<file path="src/verilog/mem_layout_pkg.sv">
package mem_layout_pkg;

  ////////////////////////////////////////////////////////////
  // bank geometry
  ////////////////////////////////////////////////////////////

  localparam int NUM_BANKS      = 8;
  localparam int WORD_W         = 64;
  localparam int BYTES_PER_WORD = WORD_W / 8;
  localparam int LINE_W         = 9;  // 512 lines per bank

  typedef logic [LINE_W-1:0]         line_t;
  typedef logic [WORD_W-1:0]         word_t;
  typedef word_t [NUM_BANKS-1:0]     line_data_t;  // bank 0 lowest
  typedef logic [BYTES_PER_WORD-1:0] byte_en_t;
  typedef logic [NUM_BANKS-1:0]      bank_en_t;

  ////////////////////////////////////////////////////////////
  // region map, holes left where S, C and U used to sit
  ////////////////////////////////////////////////////////////

  localparam line_t OFF_B         = 9'd0;
  localparam line_t OFF_SS_STATE  = 9'd420;
  localparam line_t OFF_RNG_STATE = 9'd426;
  localparam line_t OFF_SALT      = 9'd427;
  localparam line_t OFF_SEED_SE   = 9'd428;
  localparam line_t OFF_PKH       = 9'd429;
  localparam line_t OFF_K         = 9'd431;

  localparam int B_LINES = 336;  // lines per bank used by B

  // last valid index of each cell region
  localparam int LAST_SS_STATE  = 24;
  localparam int LAST_RNG_STATE = 7;
  localparam int LAST_SALT      = 7;
  localparam int LAST_SEED_SE   = 7;
  localparam int LAST_PKH       = 3;
  localparam int LAST_K         = 3;

endpackage

</file>
<file path="src/verilog/mem_view_pkg.sv">
package mem_view_pkg;

  ////////////////////////////////////////////////////////////
  // logical views of the memory
  ////////////////////////////////////////////////////////////

  typedef enum logic [3:0] {
    VIEW_NONE,
    VIEW_B_ROW,      // 16b1x4, one bank word per step
    VIEW_B_MAT,      // 16b8x4, full line per step
    VIEW_SS_STATE,
    VIEW_RNG_STATE,
    VIEW_SALT,
    VIEW_SEED_SE,
    VIEW_PKH,
    VIEW_K
  } mem_view_e;

  localparam int INDEX_W = 14;

  // B row packs {bank[4:0], line[8:0]}, other views count up
  typedef logic [INDEX_W-1:0] view_index_t;

  ////////////////////////////////////////////////////////////
  // request presented to the bank array
  ////////////////////////////////////////////////////////////

  typedef struct packed {
    mem_layout_pkg::line_t    line;
    mem_layout_pkg::bank_en_t bank_en;
    mem_layout_pkg::byte_en_t byte_en;
  } bank_req_t;

endpackage

</file>
<file path="src/verilog/view_addr_map.sv">
`timescale 1ns/1ps

module view_addr_map (
  input  mem_view_pkg::mem_view_e   i_view,
  input  mem_view_pkg::view_index_t i_index,
  output mem_view_pkg::bank_req_t   o_req,
  output mem_view_pkg::view_index_t o_index_next,
  output logic                      o_has_next
);
  import mem_layout_pkg::*;
  import mem_view_pkg::*;

  // bank 7, line 335
  localparam view_index_t B_ROW_LAST =
    view_index_t'((NUM_BANKS - 1) * (2 ** LINE_W) + B_LINES - 1);
  localparam view_index_t B_MAT_LAST = view_index_t'(B_LINES - 1);

  logic        is_cell;
  line_t       cell_off;
  view_index_t cell_last;

  ////////////////////////////////////////////////////////////
  // cell region lookup
  ////////////////////////////////////////////////////////////

  always_comb begin
    is_cell   = 1'b1;
    cell_off  = '0;
    cell_last = '0;
    case (i_view)
      VIEW_SS_STATE: begin
        cell_off  = OFF_SS_STATE;
        cell_last = view_index_t'(LAST_SS_STATE);
      end
      VIEW_RNG_STATE: begin
        cell_off  = OFF_RNG_STATE;
        cell_last = view_index_t'(LAST_RNG_STATE);
      end
      VIEW_SALT: begin
        cell_off  = OFF_SALT;
        cell_last = view_index_t'(LAST_SALT);
      end
      VIEW_SEED_SE: begin
        cell_off  = OFF_SEED_SE;
        cell_last = view_index_t'(LAST_SEED_SE);
      end
      VIEW_PKH: begin
        cell_off  = OFF_PKH;
        cell_last = view_index_t'(LAST_PKH);
      end
      VIEW_K: begin
        cell_off  = OFF_K;
        cell_last = view_index_t'(LAST_K);
      end
      default: is_cell = 1'b0;
    endcase
  end

  ////////////////////////////////////////////////////////////
  // address, enables and index walk
  ////////////////////////////////////////////////////////////

  always_comb begin
    o_req        = '0;
    o_index_next = i_index + 1'b1;
    o_has_next   = 1'b0;
    case (i_view)
      VIEW_B_ROW: begin
        o_req.line    = OFF_B + i_index[LINE_W-1:0];
        o_req.bank_en = bank_en_t'(1) << i_index[LINE_W+2:LINE_W];
        o_req.byte_en = '1;
        if (i_index[LINE_W-1:0] == line_t'(B_LINES - 1)) begin
          o_index_next = {i_index[INDEX_W-1:LINE_W] + 5'd1, {LINE_W{1'b0}}};  // next bank
        end
        o_has_next = (i_index != B_ROW_LAST);
      end
      VIEW_B_MAT: begin
        o_req.line    = OFF_B + i_index[LINE_W-1:0];
        o_req.bank_en = '1;
        o_req.byte_en = '1;
        o_has_next    = (i_index != B_MAT_LAST);
      end
      default: begin
        if (is_cell) begin
          o_req.line    = cell_off + line_t'(i_index / NUM_BANKS);
          o_req.bank_en = bank_en_t'(1) << (i_index % NUM_BANKS);  // words spread over banks
          o_req.byte_en = '1;
          o_has_next    = (i_index != cell_last);
        end
      end
    endcase
  end

endmodule

</file>
<file path="src/verilog/write_port.sv">
`timescale 1ns/1ps

module write_port (
  input  mem_view_pkg::mem_view_e    i_view,
  input  mem_view_pkg::view_index_t  i_index,
  input  mem_layout_pkg::word_t      i_bus,
  input  mem_layout_pkg::line_data_t i_line,
  output mem_view_pkg::view_index_t  o_index_next,
  output logic                       o_has_next,
  output mem_view_pkg::bank_req_t    o_req,
  output mem_layout_pkg::line_data_t o_line
);
  import mem_layout_pkg::*;
  import mem_view_pkg::*;

  view_addr_map u_map (
    .i_view      (i_view),
    .i_index     (i_index),
    .o_req       (o_req),
    .o_index_next(o_index_next),
    .o_has_next  (o_has_next)
  );

  ////////////////////////////////////////////////////////////
  // bank write data
  ////////////////////////////////////////////////////////////

  // bus views copy the word everywhere, bank_en picks the target
  always_comb begin
    if (i_view == VIEW_B_MAT) begin
      o_line = i_line;
    end else begin
      for (int b = 0; b < NUM_BANKS; b++) begin
        o_line[b] = i_bus;
      end
    end
  end

endmodule
</file>
<file path="config.mk">
export PLATFORM = sky130hd
export DESIGN_NAME = write_port
export DESIGN_NICKNAME = d
export VERILOG_FILES = /design/src/verilog/mem_layout_pkg.sv /design/src/verilog/mem_view_pkg.sv /design/src/verilog/view_addr_map.sv /design/src/verilog/write_port.sv
export SDC_FILE = /design/constraint.sdc
export NUM_CORES = 1
export LEC_CHECK = 0
export BUFFER_PORTS_ARGS = -buffer_cell sky130_fd_sc_hd__buf_2
export CELL_PAD_IN_SITES_DETAIL_PLACEMENT = 1
export CELL_PAD_IN_SITES_GLOBAL_PLACEMENT = 2
export CORE_AREA = 4 4 448 450
export DETAILED_ROUTE_END_ITERATION = 7
export DIE_AREA = 0 0 452 454
export PLACE_DENSITY_LB_ADDON = 0.15
export SYNTH_ARGS = -nofsm -noshare
export SYNTH_HDL_FRONTEND = slang
export SYNTH_SLANG_ARGS = --single-unit
</file>
<file path="constraint.sdc">
create_clock -name vclk -period 7.4
set_input_delay 1.11 -clock vclk [all_inputs]
set_output_delay 1.11 -clock vclk [all_outputs]
set_load 0.01 [all_outputs]
</file>
# After elaboration in Yosys (flattened, before gate mapping)
# Index checks and enable logic that the tools add are counted.
[classes]
add_sub_neg = 3
eq_ne = 12
n_shift = 2
mux = 10
reduce_logical = 3
[ops]
columns = ["operator", "n"]
rows = [
  ["2-to-1 mux 512 bit", 1],
  ["case mux 9 bit (6 select lines)", 1],
  ["case mux 25 bit (2 select lines)", 1],
  ["2-to-1 mux 14 bit", 2],
  ["2-to-1 mux 25 bit", 1],
  ["equality test 4 x 3 -> 1 bit (second input constant)", 4],
  ["<< shifter 1 x 3 -> 8 bit (first input constant)", 2],
  ["case mux 5 bit (3 select lines)", 1],
  ["adder 14 x 1 -> 14 bit (second input constant)", 1],
  ["inequality test 14 x 12 -> 1 bit (second input constant)", 1],
  ["inequality test 14 x 5 -> 1 bit", 1],
  ["inequality test 14 x 9 -> 1 bit (second input constant)", 1],
  ["adder 9 bit", 1],
  ["equality test 9 bit (second input constant)", 1],
  ["equality test 4 x 2 -> 1 bit (second input constant)", 2],
  ["OR reduction 6 bit", 1],
  ["adder 5 x 1 -> 5 bit (second input constant)", 1],
  ["equality test 4 x 1 -> 1 bit (second input constant)", 1],
  ["equality test 4 bit (second input constant)", 1],
  ["OR reduction 3 bit", 1],
  ["2-to-1 mux 1 bit", 2],
  ["case mux 1 bit (2 select lines)", 1],
  ["OR reduction 2 bit", 1],
]
[word_totals]
reg_bits = 0
output_inout_bits = 552

# Logic depth before layout (Yosys ltp)
[depth]
depth_word = 6
ltp_mapped = 10

# By module
# Synthesis repeated with hierarchy kept, for this count alone.
[unflattened]
hier_cells = 755
hier_area_um2 = 8147.8
[modules_own_cells]
columns = ["mod", "instances", "cells_each", "area_each_um2", "seq_area_each_um2"]
rows = [
  ["write_port", 1, 570, 6712.7, 0.0],
  ["view_addr_map", 1, 185, 1435.1, 0.0],
]

# Worst setup path after synthesis
# No wires, ideal clock.
[synth_timing]
kind = "input to output"
from = "in i_view[1]"
to = "out o_req[22] (netlist bit)"
arrival_ps = 3357
required_ps = 6290
path_slack_ps = 2933
path_stages = 10
n_path_buf = 3
cell_sequence = "buf_2 > nor4b_1 > o21bai_1 > buf_2 > buf_2 > ha_1 > nand2_1 > a211oi_1 > or3_1 > a32o_1"
[synth_lines]
columns = ["element", "line_no", "text"]
rows = [
  ["start, declared", "write_port.sv:4", "input mem_view_pkg::mem_view_e i_view,"],
  ["end, declared", "write_port.sv:10", "output mem_view_pkg::bank_req_t o_req,"],
]

==> metrics.txt <==
Die H 454 µm; Slew @ Worst Pin 0.938 ns; crit-path cells buf_2 -> nor4b_1 -> a21o_1 -> ha_1 -> inv_1 -> fa_1 -> nand2b_1 -> a211oi_1 -> o21ai_0 -> a32o_1 -> buf_2; top cells by area, synth nand2_1 73%, clkbuf_1 4.4%, ha_1 4.0%; Post-CTS Resized 0; Register Area 0 µm²; # Post-CTS Setup Buffers 0; area of the mapped netlist 0.00565 mm²; Synth Instances 1,340; Synth Area in XOR/XNOR 1.86%; Compound-Gate Fraction of Synth Area 5.95%; Core Rows 163; cell mode on critical path buf_2; # clk buffers 0; # setup viols final 0; vias in the first global route 13,700; largest net degree at the start of global routing 154; largest family of logic cells by synthesized area simple AND/OR/NAND/NOR gates; Area Growth Syn to Fin 158%; Yosys top cell area share 73.4%; remaining global-route overflow 0; Synth Area in Simple Gates 80.1%; synth unique cells 50; Seq Cell Count 0; most frequent cell after synthesis nand2_1; Tightest Hold Check Type primary input to primary output; first-pass GRT wire length 160,000 µm; Worst Path Max Fanout 11; Crit path max-delay family simple AND/OR/NAND/NOR gates; cell taking the most area after synthesis nand2_1; worst ir drop on vdd 0.0117 mV; # fillers 24,400; sequential area share after synthesis 0%; Total Die Area 0.205 mm²; unrepaired setup endpoints after global routing no; Pleak 7.80 nW; post-DR vias/cell 2.62; Req. time, crit path 6.29 ns; CTS Hold Bufs 0; setup_tns 0 ns; worst path buffer plus inverter count 3; f_max 199 MHz; CP endpoint kind primary output; Die X-Extent 452 µm; Residual DRC 0; max-slew violation count 0; mean routed wirelength per cell 25.9 µm; Slowest cell on crit path nor4b_1; Worst path max stage delay 0.65 ns; CP Launch Type primary input; violation count after the first detailed-route iteration 654; pwr/cell area 66.0 mW/mm²; NumNets Final 3,036; Final min period 5.03 ns; core area 0.197 mm²; Starting Density 2.88%; Finished Cell Area 0.0146 mm²; YS warnings 0; PortBufs 1,146; Avg Cell Area, Syn 4.22 µm²; Synth Area in Adders 4.34%; placed cell areas 0.0145 mm²; syn nets 1,953; share of layout cells above drive strength 1 48.5%; DR pass1 iterations 5; Final Wtd Congestion 0.818; Ports 1,146; Tcrit/Tclk final 68.0%; routed vias 13,300; worst path arrival time 3.92 ns; Hold Violations, Final 0; detailed placer's ending HPWL 120,000 µm; max_cap viols 0; mux cell area share after synthesis 0.531%; total track usage 12.0%; worst rel slew slack 37.3%; Synth top cells by count 1,106 x nand2_1, 67 x clkbuf_1, 18 x ha_1, 18 x nor2_1, 13 x inv_1; final wirelength 132,000 µm; CP Class primary input to primary output; initial antenna violation count 107; Tot Pwr 0.962 mW; Final ANT Viol Nets 0; run status completed
cell families after synthesis:
group | count (synthesis)
simple gates | 1167
xor+xnor | 12
compound gates | 43
buf+inv | 96
mux | 3
fa+ha+maj | 19
final timing paths:
path,cells after the start,startpoint,to,slack [ns]
worst max-delay path,11,i_view[3],o_req[22],2.37
worst min-delay path,4,i_line[251],o_line[251],2.50
per-layer routing:
layer / routed length [µm] / track usage, %
met2: 72700 / 23.8
met1: 48400 / 13.0
met3: 8560 / 3.14
met5: 246 / 0
met4: 1990 / 1.13
area by class of cell:
type	count	area, µm²	share of cell area, %
timing repair buffer	1164	5910	40.5
multi-input combinational	1244	5250	36.0
tap	2640	3300	22.7
antenna	24	60.1	0.412
inverter	13	48.8	0.335
metrics by stage:
step                      cells  setup WS [ns]  hold WS (ns)  utilization [%]
after floorplan            1340           2.93          2.27                -
after global placement     5061           2.30          2.50             7.38
after detailed placement   5061           2.38          2.50             7.38
after CTS                  5061           2.37          2.50             7.38
after global routing       5069           2.21          2.52             7.39
final                      5085           2.37          2.50             7.41
cells in the final DEF, fill, tap and decap left out, types with 3 or more instances in the layout:
cell type,instances
a211oi_1,3
a21o_1,4
a21oi_1,4
a221o_1,8
a22o_1,3
and2_1,5
and3_1,5
buf_12,3
buf_2,1146
buf_4,15
diode_2,24
ha_1,18
inv_1,13
mux2i_1,3
nand2_1,1106
nand3_1,8
nand4_1,3
nor2_1,18
o211ai_1,4
o21ai_0,6
xnor2_1,7
xor2_1,5
where the power goes:
part	total (mW)	switching, mW	internal, mW
clock network	0.000000334	0	0.000000334
registers	0	0	0
logic	0.962	0.640	0.322
(Power assumes the default switching activity.)
