## src/verilog/mem_layout_pkg.sv

```systemverilog
package mem_layout_pkg;

  ////////////////////////////////////////////////////////////
  // bank geometry
  ////////////////////////////////////////////////////////////

  localparam int NUM_BANKS      = 8;
  localparam int WORD_W         = 64;
  localparam int BYTES_PER_WORD = WORD_W / 8;
  localparam int LINE_W         = 9;  // 512 lines per bank

  typedef logic [LINE_W-1:0]         line_t;
  typedef logic [WORD_W-1:0]         word_t;
  typedef word_t [NUM_BANKS-1:0]     line_data_t;  // bank 0 lowest
  typedef logic [BYTES_PER_WORD-1:0] byte_en_t;
  typedef logic [NUM_BANKS-1:0]      bank_en_t;

  ////////////////////////////////////////////////////////////
  // region map, holes left where S, C and U used to sit
  ////////////////////////////////////////////////////////////

  localparam line_t OFF_B         = 9'd0;
  localparam line_t OFF_SS_STATE  = 9'd420;
  localparam line_t OFF_RNG_STATE = 9'd426;
  localparam line_t OFF_SALT      = 9'd427;
  localparam line_t OFF_SEED_SE   = 9'd428;
  localparam line_t OFF_PKH       = 9'd429;
  localparam line_t OFF_K         = 9'd431;

  localparam int B_LINES = 336;  // lines per bank used by B

  // last valid index of each cell region
  localparam int LAST_SS_STATE  = 24;
  localparam int LAST_RNG_STATE = 7;
  localparam int LAST_SALT      = 7;
  localparam int LAST_SEED_SE   = 7;
  localparam int LAST_PKH       = 3;
  localparam int LAST_K         = 3;

endpackage

```

## src/verilog/mem_view_pkg.sv

```systemverilog
package mem_view_pkg;

  ////////////////////////////////////////////////////////////
  // logical views of the memory
  ////////////////////////////////////////////////////////////

  typedef enum logic [3:0] {
    VIEW_NONE,
    VIEW_B_ROW,      // 16b1x4, one bank word per step
    VIEW_B_MAT,      // 16b8x4, full line per step
    VIEW_SS_STATE,
    VIEW_RNG_STATE,
    VIEW_SALT,
    VIEW_SEED_SE,
    VIEW_PKH,
    VIEW_K
  } mem_view_e;

  localparam int INDEX_W = 14;

  // B row packs {bank[4:0], line[8:0]}, other views count up
  typedef logic [INDEX_W-1:0] view_index_t;

  ////////////////////////////////////////////////////////////
  // request presented to the bank array
  ////////////////////////////////////////////////////////////

  typedef struct packed {
    mem_layout_pkg::line_t    line;
    mem_layout_pkg::bank_en_t bank_en;
    mem_layout_pkg::byte_en_t byte_en;
  } bank_req_t;

endpackage

```

## src/verilog/read_port.sv

```systemverilog
`timescale 1ns/1ps

module read_port (
  input  mem_view_pkg::mem_view_e    i_view,
  input  mem_view_pkg::view_index_t  i_index,
  output mem_view_pkg::view_index_t  o_index_next,
  output logic                       o_has_next,
  output mem_view_pkg::bank_req_t    o_req,
  input  mem_layout_pkg::line_data_t i_line,
  output mem_layout_pkg::word_t      o_bus,
  output mem_layout_pkg::line_data_t o_line
);
  import mem_layout_pkg::*;

  view_addr_map u_map (
    .i_view      (i_view),
    .i_index     (i_index),
    .o_req       (o_req),
    .o_index_next(o_index_next),
    .o_has_next  (o_has_next)
  );

  ////////////////////////////////////////////////////////////
  // merge of masked bank words
  ////////////////////////////////////////////////////////////

  // disabled banks are already zero, so OR picks the live word
  always_comb begin
    o_bus = '0;
    for (int b = 0; b < NUM_BANKS; b++) begin
      o_bus = o_bus | i_line[b];
    end
  end

  assign o_line = i_line;  // B matrix view

endmodule

```

## src/verilog/view_addr_map.sv

```systemverilog
`timescale 1ns/1ps

module view_addr_map (
  input  mem_view_pkg::mem_view_e   i_view,
  input  mem_view_pkg::view_index_t i_index,
  output mem_view_pkg::bank_req_t   o_req,
  output mem_view_pkg::view_index_t o_index_next,
  output logic                      o_has_next
);
  import mem_layout_pkg::*;
  import mem_view_pkg::*;

  // bank 7, line 335
  localparam view_index_t B_ROW_LAST =
    view_index_t'((NUM_BANKS - 1) * (2 ** LINE_W) + B_LINES - 1);
  localparam view_index_t B_MAT_LAST = view_index_t'(B_LINES - 1);

  logic        is_cell;
  line_t       cell_off;
  view_index_t cell_last;

  ////////////////////////////////////////////////////////////
  // cell region lookup
  ////////////////////////////////////////////////////////////

  always_comb begin
    is_cell   = 1'b1;
    cell_off  = '0;
    cell_last = '0;
    case (i_view)
      VIEW_SS_STATE: begin
        cell_off  = OFF_SS_STATE;
        cell_last = view_index_t'(LAST_SS_STATE);
      end
      VIEW_RNG_STATE: begin
        cell_off  = OFF_RNG_STATE;
        cell_last = view_index_t'(LAST_RNG_STATE);
      end
      VIEW_SALT: begin
        cell_off  = OFF_SALT;
        cell_last = view_index_t'(LAST_SALT);
      end
      VIEW_SEED_SE: begin
        cell_off  = OFF_SEED_SE;
        cell_last = view_index_t'(LAST_SEED_SE);
      end
      VIEW_PKH: begin
        cell_off  = OFF_PKH;
        cell_last = view_index_t'(LAST_PKH);
      end
      VIEW_K: begin
        cell_off  = OFF_K;
        cell_last = view_index_t'(LAST_K);
      end
      default: is_cell = 1'b0;
    endcase
  end

  ////////////////////////////////////////////////////////////
  // address, enables and index walk
  ////////////////////////////////////////////////////////////

  always_comb begin
    o_req        = '0;
    o_index_next = i_index + 1'b1;
    o_has_next   = 1'b0;
    case (i_view)
      VIEW_B_ROW: begin
        o_req.line    = OFF_B + i_index[LINE_W-1:0];
        o_req.bank_en = bank_en_t'(1) << i_index[LINE_W+2:LINE_W];
        o_req.byte_en = '1;
        if (i_index[LINE_W-1:0] == line_t'(B_LINES - 1)) begin
          o_index_next = {i_index[INDEX_W-1:LINE_W] + 5'd1, {LINE_W{1'b0}}};  // next bank
        end
        o_has_next = (i_index != B_ROW_LAST);
      end
      VIEW_B_MAT: begin
        o_req.line    = OFF_B + i_index[LINE_W-1:0];
        o_req.bank_en = '1;
        o_req.byte_en = '1;
        o_has_next    = (i_index != B_MAT_LAST);
      end
      default: begin
        if (is_cell) begin
          o_req.line    = cell_off + line_t'(i_index / NUM_BANKS);
          o_req.bank_en = bank_en_t'(1) << (i_index % NUM_BANKS);  // words spread over banks
          o_req.byte_en = '1;
          o_has_next    = (i_index != cell_last);
        end
      end
    endcase
  end

endmodule

```

## config.mk

```make
export PLATFORM = sky130hd
export DESIGN_NAME = read_port
export DESIGN_NICKNAME = d
export VERILOG_FILES = /design/src/verilog/mem_layout_pkg.sv /design/src/verilog/mem_view_pkg.sv /design/src/verilog/read_port.sv /design/src/verilog/view_addr_map.sv
export SDC_FILE = /design/constraint.sdc
export NUM_CORES = 1
export LEC_CHECK = 0
export ABC_AREA = 0
export BUFFER_PORTS_ARGS = -buffer_cell sky130_fd_sc_hd__buf_2
export CORE_AREA = 3 3 450 452
export DETAILED_ROUTE_END_ITERATION = 7
export DIE_AREA = 0 0 453 455
export PLACE_DENSITY = 0.3
export SYNTH_ARGS = -nofsm -noshare
export SYNTH_HDL_FRONTEND = slang
export SYNTH_SLANG_ARGS = --single-unit
```

## constraint.sdc

```tcl
create_clock -name vclk -period 5.8
set_input_delay 0.29 -clock vclk [all_inputs]
set_output_delay 0.29 -clock vclk [all_outputs]
set_load 0.02 [all_outputs]
```

* Word level (Yosys, flattened, before mapping) *
Index checks and enable logic that the tools add are counted.
W data, S select, Z words.

word-level totals
  register bits after elaboration = 0
  input port bits = 530
  output and inout bits = 616
  logic and storage cells = 36

operators by class
  $add $sub $neg = 3
  equal/unequal tests = 12
  shifts and indexed selects = 2
  mux-type cells = 9
  bitwise gates (word level) = 7
  reduce and logical (&&, ||, !) cells = 3

operator list
  cell                     count
  $or A64 B64 Y64          7
  $pmux W9 S6              1
  $pmux W25 S2             1
  $mux W14                 2
  $mux W25                 1
  $eq A4 B3 Y1 const B     4
  $shl A1 B3 Y8 const A    2
  $pmux W5 S3              1
  $add A14 B1 Y14 const B  1
  $ne A14 B12 Y1 const B   1
  $ne A14 B5 Y1            1
  $ne A14 B9 Y1 const B    1
  $add A9 B9 Y9            1
  $eq A9 B9 Y1 const B     1
  $eq A4 B2 Y1 const B     2
  $reduce_or A6 Y1         1
  $add A5 B1 Y5 const B    1
  $eq A4 B1 Y1 const B     1
  $eq A4 B4 Y1 const B     1
  $reduce_or A3 Y1         1
  $mux W1                  2
  $pmux W1 S2              1
  $reduce_or A2 Y1         1

* Longest topological paths before layout *
Gate-level depths: netlist of run 1.

  word-level depth = 7
  mapped depth = 10
  depth with buffers taken out = 8

* Hierarchy *
Synthesis of run 1 repeated with hierarchy kept, for this count alone.

second synthesis, totals
  cell total of the unflattened synthesis = 896
  area, all modules = 6,241.0 um2

modules (own cells, without submodules)
  module         instances  cells an instance  area an instance (um2)  seq. area each (um2)
  read_port      1          704                4,884.7                 0.0
  view_addr_map  1          192                1,356.3                 0.0

* Worst setup path after synthesis of run 1 *
No wires, ideal clock.

  path type = input -> output
  start point = input i_view[2]
  end point = output o_req[24] (netlist name)
  data arrival time = 2,332 ps
  slack = 3,178 ps
  stages = 10
  buffers on the path = 3
  cells stage by stage = buf_6 > nor4b_4 > o21bai_4 > buf_8 > buf_12 > ha_1 > nand2_1 > a2111oi_0 > nor2_1 > o211ai_1

RTL lines
  item         line            text
  from (decl)  read_port.sv:4  input mem_view_pkg::mem_view_e i_view,
  to (decl)    read_port.sv:8  output mem_view_pkg::bank_req_t o_req,

==> results of run 1 <==
## final cells by class
| class | instances | area (um^2) | area share (%) |
|---|---|---|---|
| timing repair buffer | 1151 | 5770 | 50.5 |
| tap | 2656 | 3320 | 29.1 |
| multi-input combinational | 345 | 2240 | 19.6 |
| antenna | 21 | 52.6 | 0.460 |
| inverter | 9 | 33.8 | 0.296 |
## metal layers
layer  wire length, um  vias up  global-route usage (%)
li1                  -     3812                       -
met1             44300     4589                    12.4
met2             62300      863                    20.0
met3             20700      150                    7.47
met4              3200       10                    1.90
met5                64        -                       0
## logic make-up (layout without fill, tap and decap cells)
logic type,after synthesis,in the layout,synth area share [%]
buf+inv,542,1160,64.5
simple gates,268,268,24.1
compound gates,41,41,5.11
fa+ha+maj,19,19,3.90
xor+xnor,14,14,1.95
mux,3,3,0.477
other cells,0,21,0
## stage by stage
| stage | power [mW] | utilization, % | hold WS (ns) | worst slack (ns) |
|---|---|---|---|---|
| floorplan | 0.648 | - | 0.660 | 3.18 |
| global placement | 1.20 | 5.71 | 0.815 | 2.66 |
| detailed placement | 1.20 | 5.71 | 0.815 | 2.63 |
| CTS | 1.21 | 5.71 | 0.815 | 2.64 |
| global route | 1.24 | 5.71 | 0.820 | 2.48 |
| finish | 1.18 | 5.73 | 0.815 | 2.73 |
## power by group
part	switching, mW	leakage, nW	total, mW	internal [mW]
clock network	0	0.000133	0.000000476	0.000000476
registers	0	0	0	0
logic	0.867	5.08	1.18	0.314
## worst max-delay path: cells and delay by family
kind | cells | cell delay, ns
buffers and inverters | 2 | 0.42
adders and majority gates | 2 | 0.50
and+or+nand+nor | 3 | 0.62
AOI/OAI and AO/OA | 3 | 0.93
## Yosys cell counts, types with 2 or more instances
cell type / count / area [um^2]
a21o_1: 2 / 15.0
a21oi_1: 6 / 30.0
a221o_1: 6 / 60.1
a22o_1: 4 / 35.0
and2_1: 4 / 25.0
and2_4: 2 / 17.5
and3_1: 3 / 18.8
and4_1: 3 / 26.3
buf_2: 7 / 35.0
buf_4: 519 / 3900
buf_6: 5 / 56.3
ha_1: 18 / 225
inv_1: 9 / 33.8
mux2i_1: 3 / 30.0
nand2_1: 83 / 312
nand3_1: 8 / 40.0
nand4_1: 5 / 31.3
nor2_1: 14 / 52.6
nor2b_1: 3 / 18.8
nor3_1: 2 / 10.0
nor4_1: 129 / 807
nor4b_4: 3 / 71.3
o211ai_1: 2 / 15.0
o211ai_2: 2 / 25.0
o21ai_0: 7 / 35.0
xnor2_1: 7 / 61.3
xor2_1: 7 / 61.3
## path summary, 6_finish.rpt
check                       from          to  slack [ns]
worst max-delay path   i_view[1]   o_req[24]        2.73
worst min-delay path  i_line[20]  o_line[20]        0.81
==> results.sh, run 1 <==
export IMPL_vdd_drop_max_mv=0.0299
export IMPL_wl_per_cell_um=31.2
export IMPL_synthCells=887
export IMPL_fin_crit_sh_pct=53.0
export IMPL_synth_distinct_cells=51
export IMPL_path_cells="buf_2, nor4b_4, a21o_1, ha_1, fa_1, nand3_1, a2111oi_0, nor2_1, o211ai_1, buf_2"
export IMPL_grt_pass1_vias=8710
export IMPL_antenna_found_initial=91
export IMPL_place_area_um2=11400
export IMPL_die_area_um2=206000
export IMPL_syn_area_per_cell_um2=7.09
export IMPL_crit_arrival_ns=2.78
export IMPL_finalSetupViolCount=0
export IMPL_nFillCells=23755
export IMPL_grt_ovfl_total=0
export IMPL_grt_pass1_wl_mm=147
export IMPL_p_leak_nw=5.08
export IMPL_maxCapViolCount=0
export IMPL_worst_ep_required_time_ns=5.51
export IMPL_coreArea_um2=199000
export IMPL_slew_headroom_pct=27.0
export IMPL_min_period_ns=3.07
export IMPL_drt_total_wl_mm=131
export IMPL_vias_per_cell=2.25
export IMPL_seq_area_um2=0
export IMPL_design_area_um2=11400
export IMPL_crit_path_top_delay_cell="a2111oi_0"
export IMPL_hpwlAfterDp_mm=127
export IMPL_flops_and_latches=0
export IMPL_track_usage_pct=11.7
export IMPL_layout_commonest_cell="buf_2"
export IMPL_tightest_slew_ns=1.09
export IMPL_routabilityCongestion=0.927
export IMPL_crit_type="in -> out"
export IMPL_setup_tns_ns=0
export IMPL_outcome="finished, final reports clean"
export IMPL_hp_class="in -> out"
export IMPL_area_growth_pct=81.5
export IMPL_crit_path_max_fanout=9
export IMPL_ys_warn_count=0
export IMPL_start_util_pct=3.16
export IMPL_grt_max_degree=22
export IMPL_die_height_um=455
export IMPL_fmax_ghz=0.325
export IMPL_startpoint_type="input pin"
export IMPL_numPortBuffers=1146
export IMPL_hold_viol_final=0
export IMPL_hold_buffers=0
export IMPL_nets=2056
export IMPL_fin_cells=4182
export IMPL_layout_common_cells="1146 x buf_2, 129 x nor4_1, 83 x nand2_1"
export IMPL_yosysSeqAreaShare_pct=0
export IMPL_antenna_left=0
export IMPL_drive_gt1_share_pct=77.5
export IMPL_syn_nets=1436
export IMPL_post_cts_resized=0
export IMPL_drv_slew=0
export IMPL_num_io_pins=1146
export IMPL_die_w_um=453
export IMPL_row_count=164
export IMPL_firstDrtPassIters=5
export IMPL_crit_top_cell="buf_2"
export IMPL_drt_iter0_drc=952
export IMPL_power_density_nw_per_um2=103
export IMPL_rsz0062_at_grt="no"
export IMPL_clock_buffers=0
export IMPL_vias=9424
export IMPL_route_detailed_drc=0
export IMPL_critPathMaxStageDelay_ns=0.51
export IMPL_whs_path_depth=2
export IMPL_syn_cell_area_um2=6290
export IMPL_post_cts_repair_setup_buffers=0
export IMPL_dp_cells=4161
export IMPL_critPathCaptureType="output port"
Power figures use the tool's default switching activity.
==> run 2, diff against run 1 <==
--- a/config.mk
+++ b/config.mk
@@ -5,11 +5,11 @@
 export SDC_FILE = /design/constraint.sdc
 export NUM_CORES = 1
 export LEC_CHECK = 0
-export ABC_AREA = 0
+export ABC_AREA = 1
 export BUFFER_PORTS_ARGS = -buffer_cell sky130_fd_sc_hd__buf_2
-export CORE_AREA = 3 3 450 452
+export CORE_AREA = 3 3 451 453
 export DETAILED_ROUTE_END_ITERATION = 7
-export DIE_AREA = 0 0 453 455
+export DIE_AREA = 0 0 454 456
 export PLACE_DENSITY = 0.3
 export SYNTH_ARGS = -nofsm -noshare
 export SYNTH_HDL_FRONTEND = slang
==> constraint.sdc (replaced) <==
create_clock -name vclk -period 3
set_input_delay 0.15 -clock vclk [all_inputs]
set_output_delay 0.15 -clock vclk [all_outputs]
set_load 0.02 [all_outputs]
==> results.sh, run 2 <==
export IMPL_outcome="finished, final reports clean"
export IMPL_syn_cell_area_um2=6280
export IMPL_hp_class="in -> out"
export IMPL_hold_buffers=0
export IMPL_track_usage_pct=12.4
export IMPL_grt_pass1_wl_mm=155
export IMPL_numPortBuffers=1146
export IMPL_synthCells=955
export IMPL_hp_start="i_line[195]"
export IMPL_nets=2133
export IMPL_antenna_left=0
export IMPL_p_int_mw=0.593
export IMPL_drive_gt1_share_pct=73.9
export IMPL_die_height_um=456
export IMPL_ys_warn_count=0
export IMPL_seq_power_share_pct=0
export IMPL_crit_end="o_req[22]"
export IMPL_flops_and_latches=0
export IMPL_layout_commonest_cell="buf_2"
export IMPL_start_util_pct=3.14
export IMPL_grt_max_degree=13
export IMPL_firstDrtPassIters=5
export IMPL_drt_iter0_drc=698
export IMPL_p_switching_mw=1.77
export IMPL_hold_viol_final=0
export IMPL_routabilityCongestion=1.01
export IMPL_synth_compound_area_share_pct=3.57
export IMPL_yosysSeqAreaShare_pct=0
export IMPL_power_density_nw_per_um2=206
export IMPL_synth_most_common_cell="buf_4"
export IMPL_fin_cells=4255
export IMPL_synth_top_family_by_area="buffers and inverters"
export IMPL_vias=9382
export IMPL_netlist_area_leader_share_pct=62.3
export IMPL_clock_buffers=0
export IMPL_yosysTopAreaCell="buf_4"
export IMPL_p_total_mw=2.36
export IMPL_num_io_pins=1146
export IMPL_maxCapViolCount=0
export IMPL_hpwlAfterDp_mm=133
export IMPL_grt_ovfl_total=0
export IMPL_syn_nets=1504
export IMPL_synthAdderAreaFrac_pct=3.91
export IMPL_die_w_um=454
export IMPL_vdd_drop_max_mv=0.0586
export IMPL_drt_total_wl_mm=136
export IMPL_synth_area_leaders="buf_4 62%, nor4_1 13%, nand2_1 8.4%"
export IMPL_area_growth_pct=82.9
export IMPL_clockPowerShare_pct=0
export IMPL_crit_path_max_fanout=6
export IMPL_dp_cells=4238
export IMPL_vias_per_cell=2.20
export IMPL_crit_start="i_view[3]"
export IMPL_fmax_ghz=0.407
export IMPL_seq_area_um2=0
export IMPL_synthMuxAreaShare_pct=0
export IMPL_synth_xor_area_share_pct=0.558
export IMPL_critPathCaptureType="output port"
export IMPL_wl_per_cell_um=32.0
export IMPL_post_cts_repair_setup_buffers=0
export IMPL_rsz0062_at_grt="no"
export IMPL_fin_ws_ns=0.542
export IMPL_crit_arrival_ns=2.31
export IMPL_antenna_found_initial=64
export IMPL_die_area_um2=207000
export IMPL_finalSetupViolCount=0
export IMPL_synth_simple_gate_area_share_pct=26.8
export IMPL_crit_type="in -> out"
export IMPL_min_period_ns=2.46
export IMPL_post_cts_resized=0
export IMPL_worst_ep_required_time_ns=2.85
export IMPL_startpoint_type="input pin"
export IMPL_coreArea_um2=200000
export IMPL_layout_common_cells="1146 x buf_2, 140 x nand2_1, 128 x nor4_1"
export IMPL_tightest_slew_ns=1.12
export IMPL_row_count=164
export IMPL_synth_common_cells="521 x buf_4, 140 x nand2_1, 128 x nor4_1"
export IMPL_drv_slew=0
export IMPL_fin_crit_sh_pct=81.9
export IMPL_slew_headroom_pct=24.8
export IMPL_synth_distinct_cells=33
export IMPL_grt_pass1_vias=9107
export IMPL_dp_slack_ns=0.514
export IMPL_setup_tns_ns=0
export IMPL_route_detailed_drc=0
export IMPL_swShare_pct=74.9
export IMPL_syn_area_per_cell_um2=6.57
export IMPL_p_leak_nw=5.28
export IMPL_power_frac_comb_pct=100.0
-- run 2: cells by family (layout without fill, tap and decap cells) --
family | Yosys count | in the layout
buf+inv | 566 | 1193
compound gates | 36 | 36
fa+ha+maj | 19 | 19
simple gates | 330 | 330
xor+xnor | 4 | 4
other cells | 0 | 17
-- run 2: routing by layer --
| metal | up-vias | part of all wire [%] | global-route usage [%] |
|---|---|---|---|
| met3 | 122 | 14 | 7.07 |
| li1 | 3973 | - | - |
| met1 | 4586 | 34 | 12.8 |
| met5 | - | 0.0095 | 0 |
| met2 | 699 | 50 | 22.2 |
| met4 | 2 | 1.4 | 1.30 |
-- run 2: critical path, cell delays in order --
cell	delay, ns
buf_2	0.12
inv_1	0.07
nor2_1	0.04
nand2_1	0.16
o21ai_0	0.14
ha_1	0.24
fa_1	0.45
nand3_1	0.11
nand2_1	0.13
nand3_1	0.13
nand2_1	0.06
nand2_1	0.05
nand3_1	0.07
nand2_1	0.15
buf_2	0.25
-- run 2: cell type report --
| type | count | area [um^2] |
|---|---|---|
| Timing Repair Buffer | 1151 | 5770 |
| Antenna cell | 17 | 42.5 |
| Multi-Input combinational cell | 389 | 2190 |
| Tap cell | 2656 | 3320 |
| Fill cell | 23892 | 188000 |
| Inverter | 42 | 159 |
-- run 2: metrics by stage --
| step | utilization (%) | instance area (um^2) | hold slack (ns) |
|---|---|---|---|
| floorplan | - | 6280 | 0.413 |
| global placement | 5.73 | 11400 | 0.535 |
| detailed placement | 5.73 | 11400 | 0.534 |
| CTS | 5.73 | 11400 | 0.535 |
| global route | 5.75 | 11500 | 0.537 |
| finish | 5.75 | 11500 | 0.534 |
-- run 2: how the worst min path moves through the flow --
stage	to	cells past startpoint	slack (ns)
6_report	o_line[195]	2	0.53
3_5_place_dp	o_line[387]	2	0.53
5_1_grt	o_line[195]	2	0.54
2_1_floorplan	o_line[0]	1	0.41
3_3_place_gp	o_line[3]	2	0.53
4_1_cts	o_line[195]	2	0.53
-- run 2: power groups by stage --
stage               Combinational (mW)   Clock (mW)  Sequential, mW
detailed placement                2.41            0               0
global route                      2.48  0.000000658               0
floorplan                         1.23            0               0
global placement                  2.42            0               0
finish                            2.36  0.000000586               0
CTS                               2.42            0               0
==> run 3, diff against run 2 <==
--- a/config.mk
+++ b/config.mk
@@ -5,11 +5,11 @@
 export SDC_FILE = /design/constraint.sdc
 export NUM_CORES = 1
 export LEC_CHECK = 0
-export ABC_AREA = 1
+export ABC_AREA = 0
 export BUFFER_PORTS_ARGS = -buffer_cell sky130_fd_sc_hd__buf_2
-export CORE_AREA = 3 3 451 453
+export CORE_AREA = 3 3 439 441
 export DETAILED_ROUTE_END_ITERATION = 7
-export DIE_AREA = 0 0 454 456
+export DIE_AREA = 0 0 442 444
 export PLACE_DENSITY = 0.3
 export SYNTH_ARGS = -nofsm -noshare
 export SYNTH_HDL_FRONTEND = slang
==> constraint.sdc (replaced) <==
create_clock -name vclk -period 2.3
set_input_delay 0.115 -clock vclk [all_inputs]
set_output_delay 0.115 -clock vclk [all_outputs]
set_load 0.02 [all_outputs]
==> results.sh, run 3 (synthesis results as in run 1) <==
export IMPL_outcome="complete, but fails checks"
export IMPL_violations="negative setup slack"
export IMPL_finalSetupViolCount=2
export IMPL_antenna_left=0
export IMPL_seq_power_share_pct=0
export IMPL_holdWs_ns=0.464
export IMPL_hold_viol_final=0
export IMPL_grt_pass1_vias=9016
export IMPL_grt_max_degree=17
export IMPL_hold_buffers=0
export IMPL_critPathCaptureType="output port"
export IMPL_vias_per_cell=2.32
export IMPL_startpoint_type="input pin"
export IMPL_finalCoreUtilization_pct=6.21
export IMPL_grt_pass1_wl_mm=144
export IMPL_dp_slack_ns=-0.267
export IMPL_p_int_mw=0.881
export IMPL_min_period_ns=2.34
export IMPL_drt_iter0_drc=751
export IMPL_fin_crit_sh_pct=102
export IMPL_vdd_drop_max_mv=0.0729
export IMPL_dp_cells=4053
export IMPL_flops_and_latches=0
export IMPL_p_total_mw=3.07
export IMPL_grt_ovfl_total=0
export IMPL_drt_total_wl_mm=125
export IMPL_p_switching_mw=2.19
export IMPL_drive_gt1_share_pct=79.4
export IMPL_fin_ws_ns=-0.0400
export IMPL_power_frac_comb_pct=100.0
export IMPL_power_density_nw_per_um2=261
export IMPL_clock_buffers=0
export IMPL_vias=9469
export IMPL_rsz0062_at_grt="yes"
export IMPL_wl_per_cell_um=30.6
export IMPL_layout_common_cells="1139 x buf_2, 129 x nor4_1, 82 x nand2_1"
export IMPL_tightest_slew_ns=1.02
export IMPL_numPortBuffers=1146
export IMPL_drv_slew=0
export IMPL_design_area_um2=11800
export IMPL_coreArea_um2=190000
export IMPL_clockPowerShare_pct=0
export IMPL_area_growth_pct=87.0
export IMPL_die_area_um2=196000
export IMPL_row_count=160
export IMPL_crit_path_max_fanout=3
export IMPL_slew_headroom_pct=31.5
export IMPL_nets=2099
export IMPL_seq_area_um2=0
export IMPL_hpwlAfterDp_mm=121
export IMPL_fmax_ghz=0.427
export IMPL_hp_start="i_line[36]"
export IMPL_antenna_found_initial=61
export IMPL_p_leak_nw=5.33
export IMPL_route_detailed_drc=0
export IMPL_routabilityCongestion=0.965
export IMPL_die_w_um=442
export IMPL_start_util_pct=3.32
export IMPL_die_height_um=444
export IMPL_layout_commonest_cell="buf_2"
export IMPL_maxCapViolCount=0
export IMPL_place_area_um2=11500
export IMPL_crit_type="in -> out"
export IMPL_num_io_pins=1146
export IMPL_firstDrtPassIters=4
export IMPL_hp_class="in -> out"
export IMPL_swShare_pct=71.4
export IMPL_track_usage_pct=11.9
export IMPL_fin_cells=4078
export IMPL_setup_tns_ns=-0.0608
export IMPL_crit_start="i_view[1]"
export IMPL_worst_ep_required_time_ns=2.18
export IMPL_crit_arrival_ns=2.22
run 3: cell count changes in the layout (fill, tap and decap cells not counted), sizes merged, moves of 11 or more:
cell	before	now
inv	40	9
buf	1151	1194
nand3	29	8
nand2	142	84
nor2	25	14
run 3: worst paths after layout:
path,slack [ns],end,depth (start not counted)
setup / recovery,-0.04,o_req[24],11
hold / removal,0.46,o_line[36],2
run 3: layout make-up:
cell class	instances	area (um^2)
Antenna cell	19	47.5
Fill cell	22604	178000
Inverter	9	36.3
Multi-Input combinational cell	345	2380
Tap cell	2511	3140
Timing Repair Buffer	1194	6160
run 3: worst max-delay path: stages:
cell,delay (ns)
buf_8,0.10
nor4b_4,0.37
a21o_1,0.14
ha_2,0.18
fa_2,0.23
nand3_4,0.09
a2111oi_4,0.31
buf_4,0.17
nor2_2,0.03
o211ai_1,0.28
buf_4,0.21
run 3: timing repair:
| action | 4_1_cts | 5_1_grt |
|---|---|---|
| pin swaps | 8 | 9 |
| gates resized for setup | 20 | 23 |
| setup endpoints to repair | 5 | 4 |
| buffers inserted | 3 | 3 |
run 3: power by group through the flow:
stage	sequential, mW	clock, mW	combinational, mW
6_report	0	0.00000112	3.07
5_1_grt	0	0.000000588	3.25
4_1_cts	0	0	3.14
3_5_place_dp	0	0	3.11
3_3_place_gp	0	0	3.11
2_1_floorplan	0	0	1.63
run 3: layer usage:
metal  vias to the layer above  track usage [%]  part of all wire, %
met1                      4634             12.0                   33
li1                       3901                -                    -
met2                       801             21.2                   50
met4                        14             1.14                  1.5
met3                       119             7.50                   15
met5                         -                0                0.067
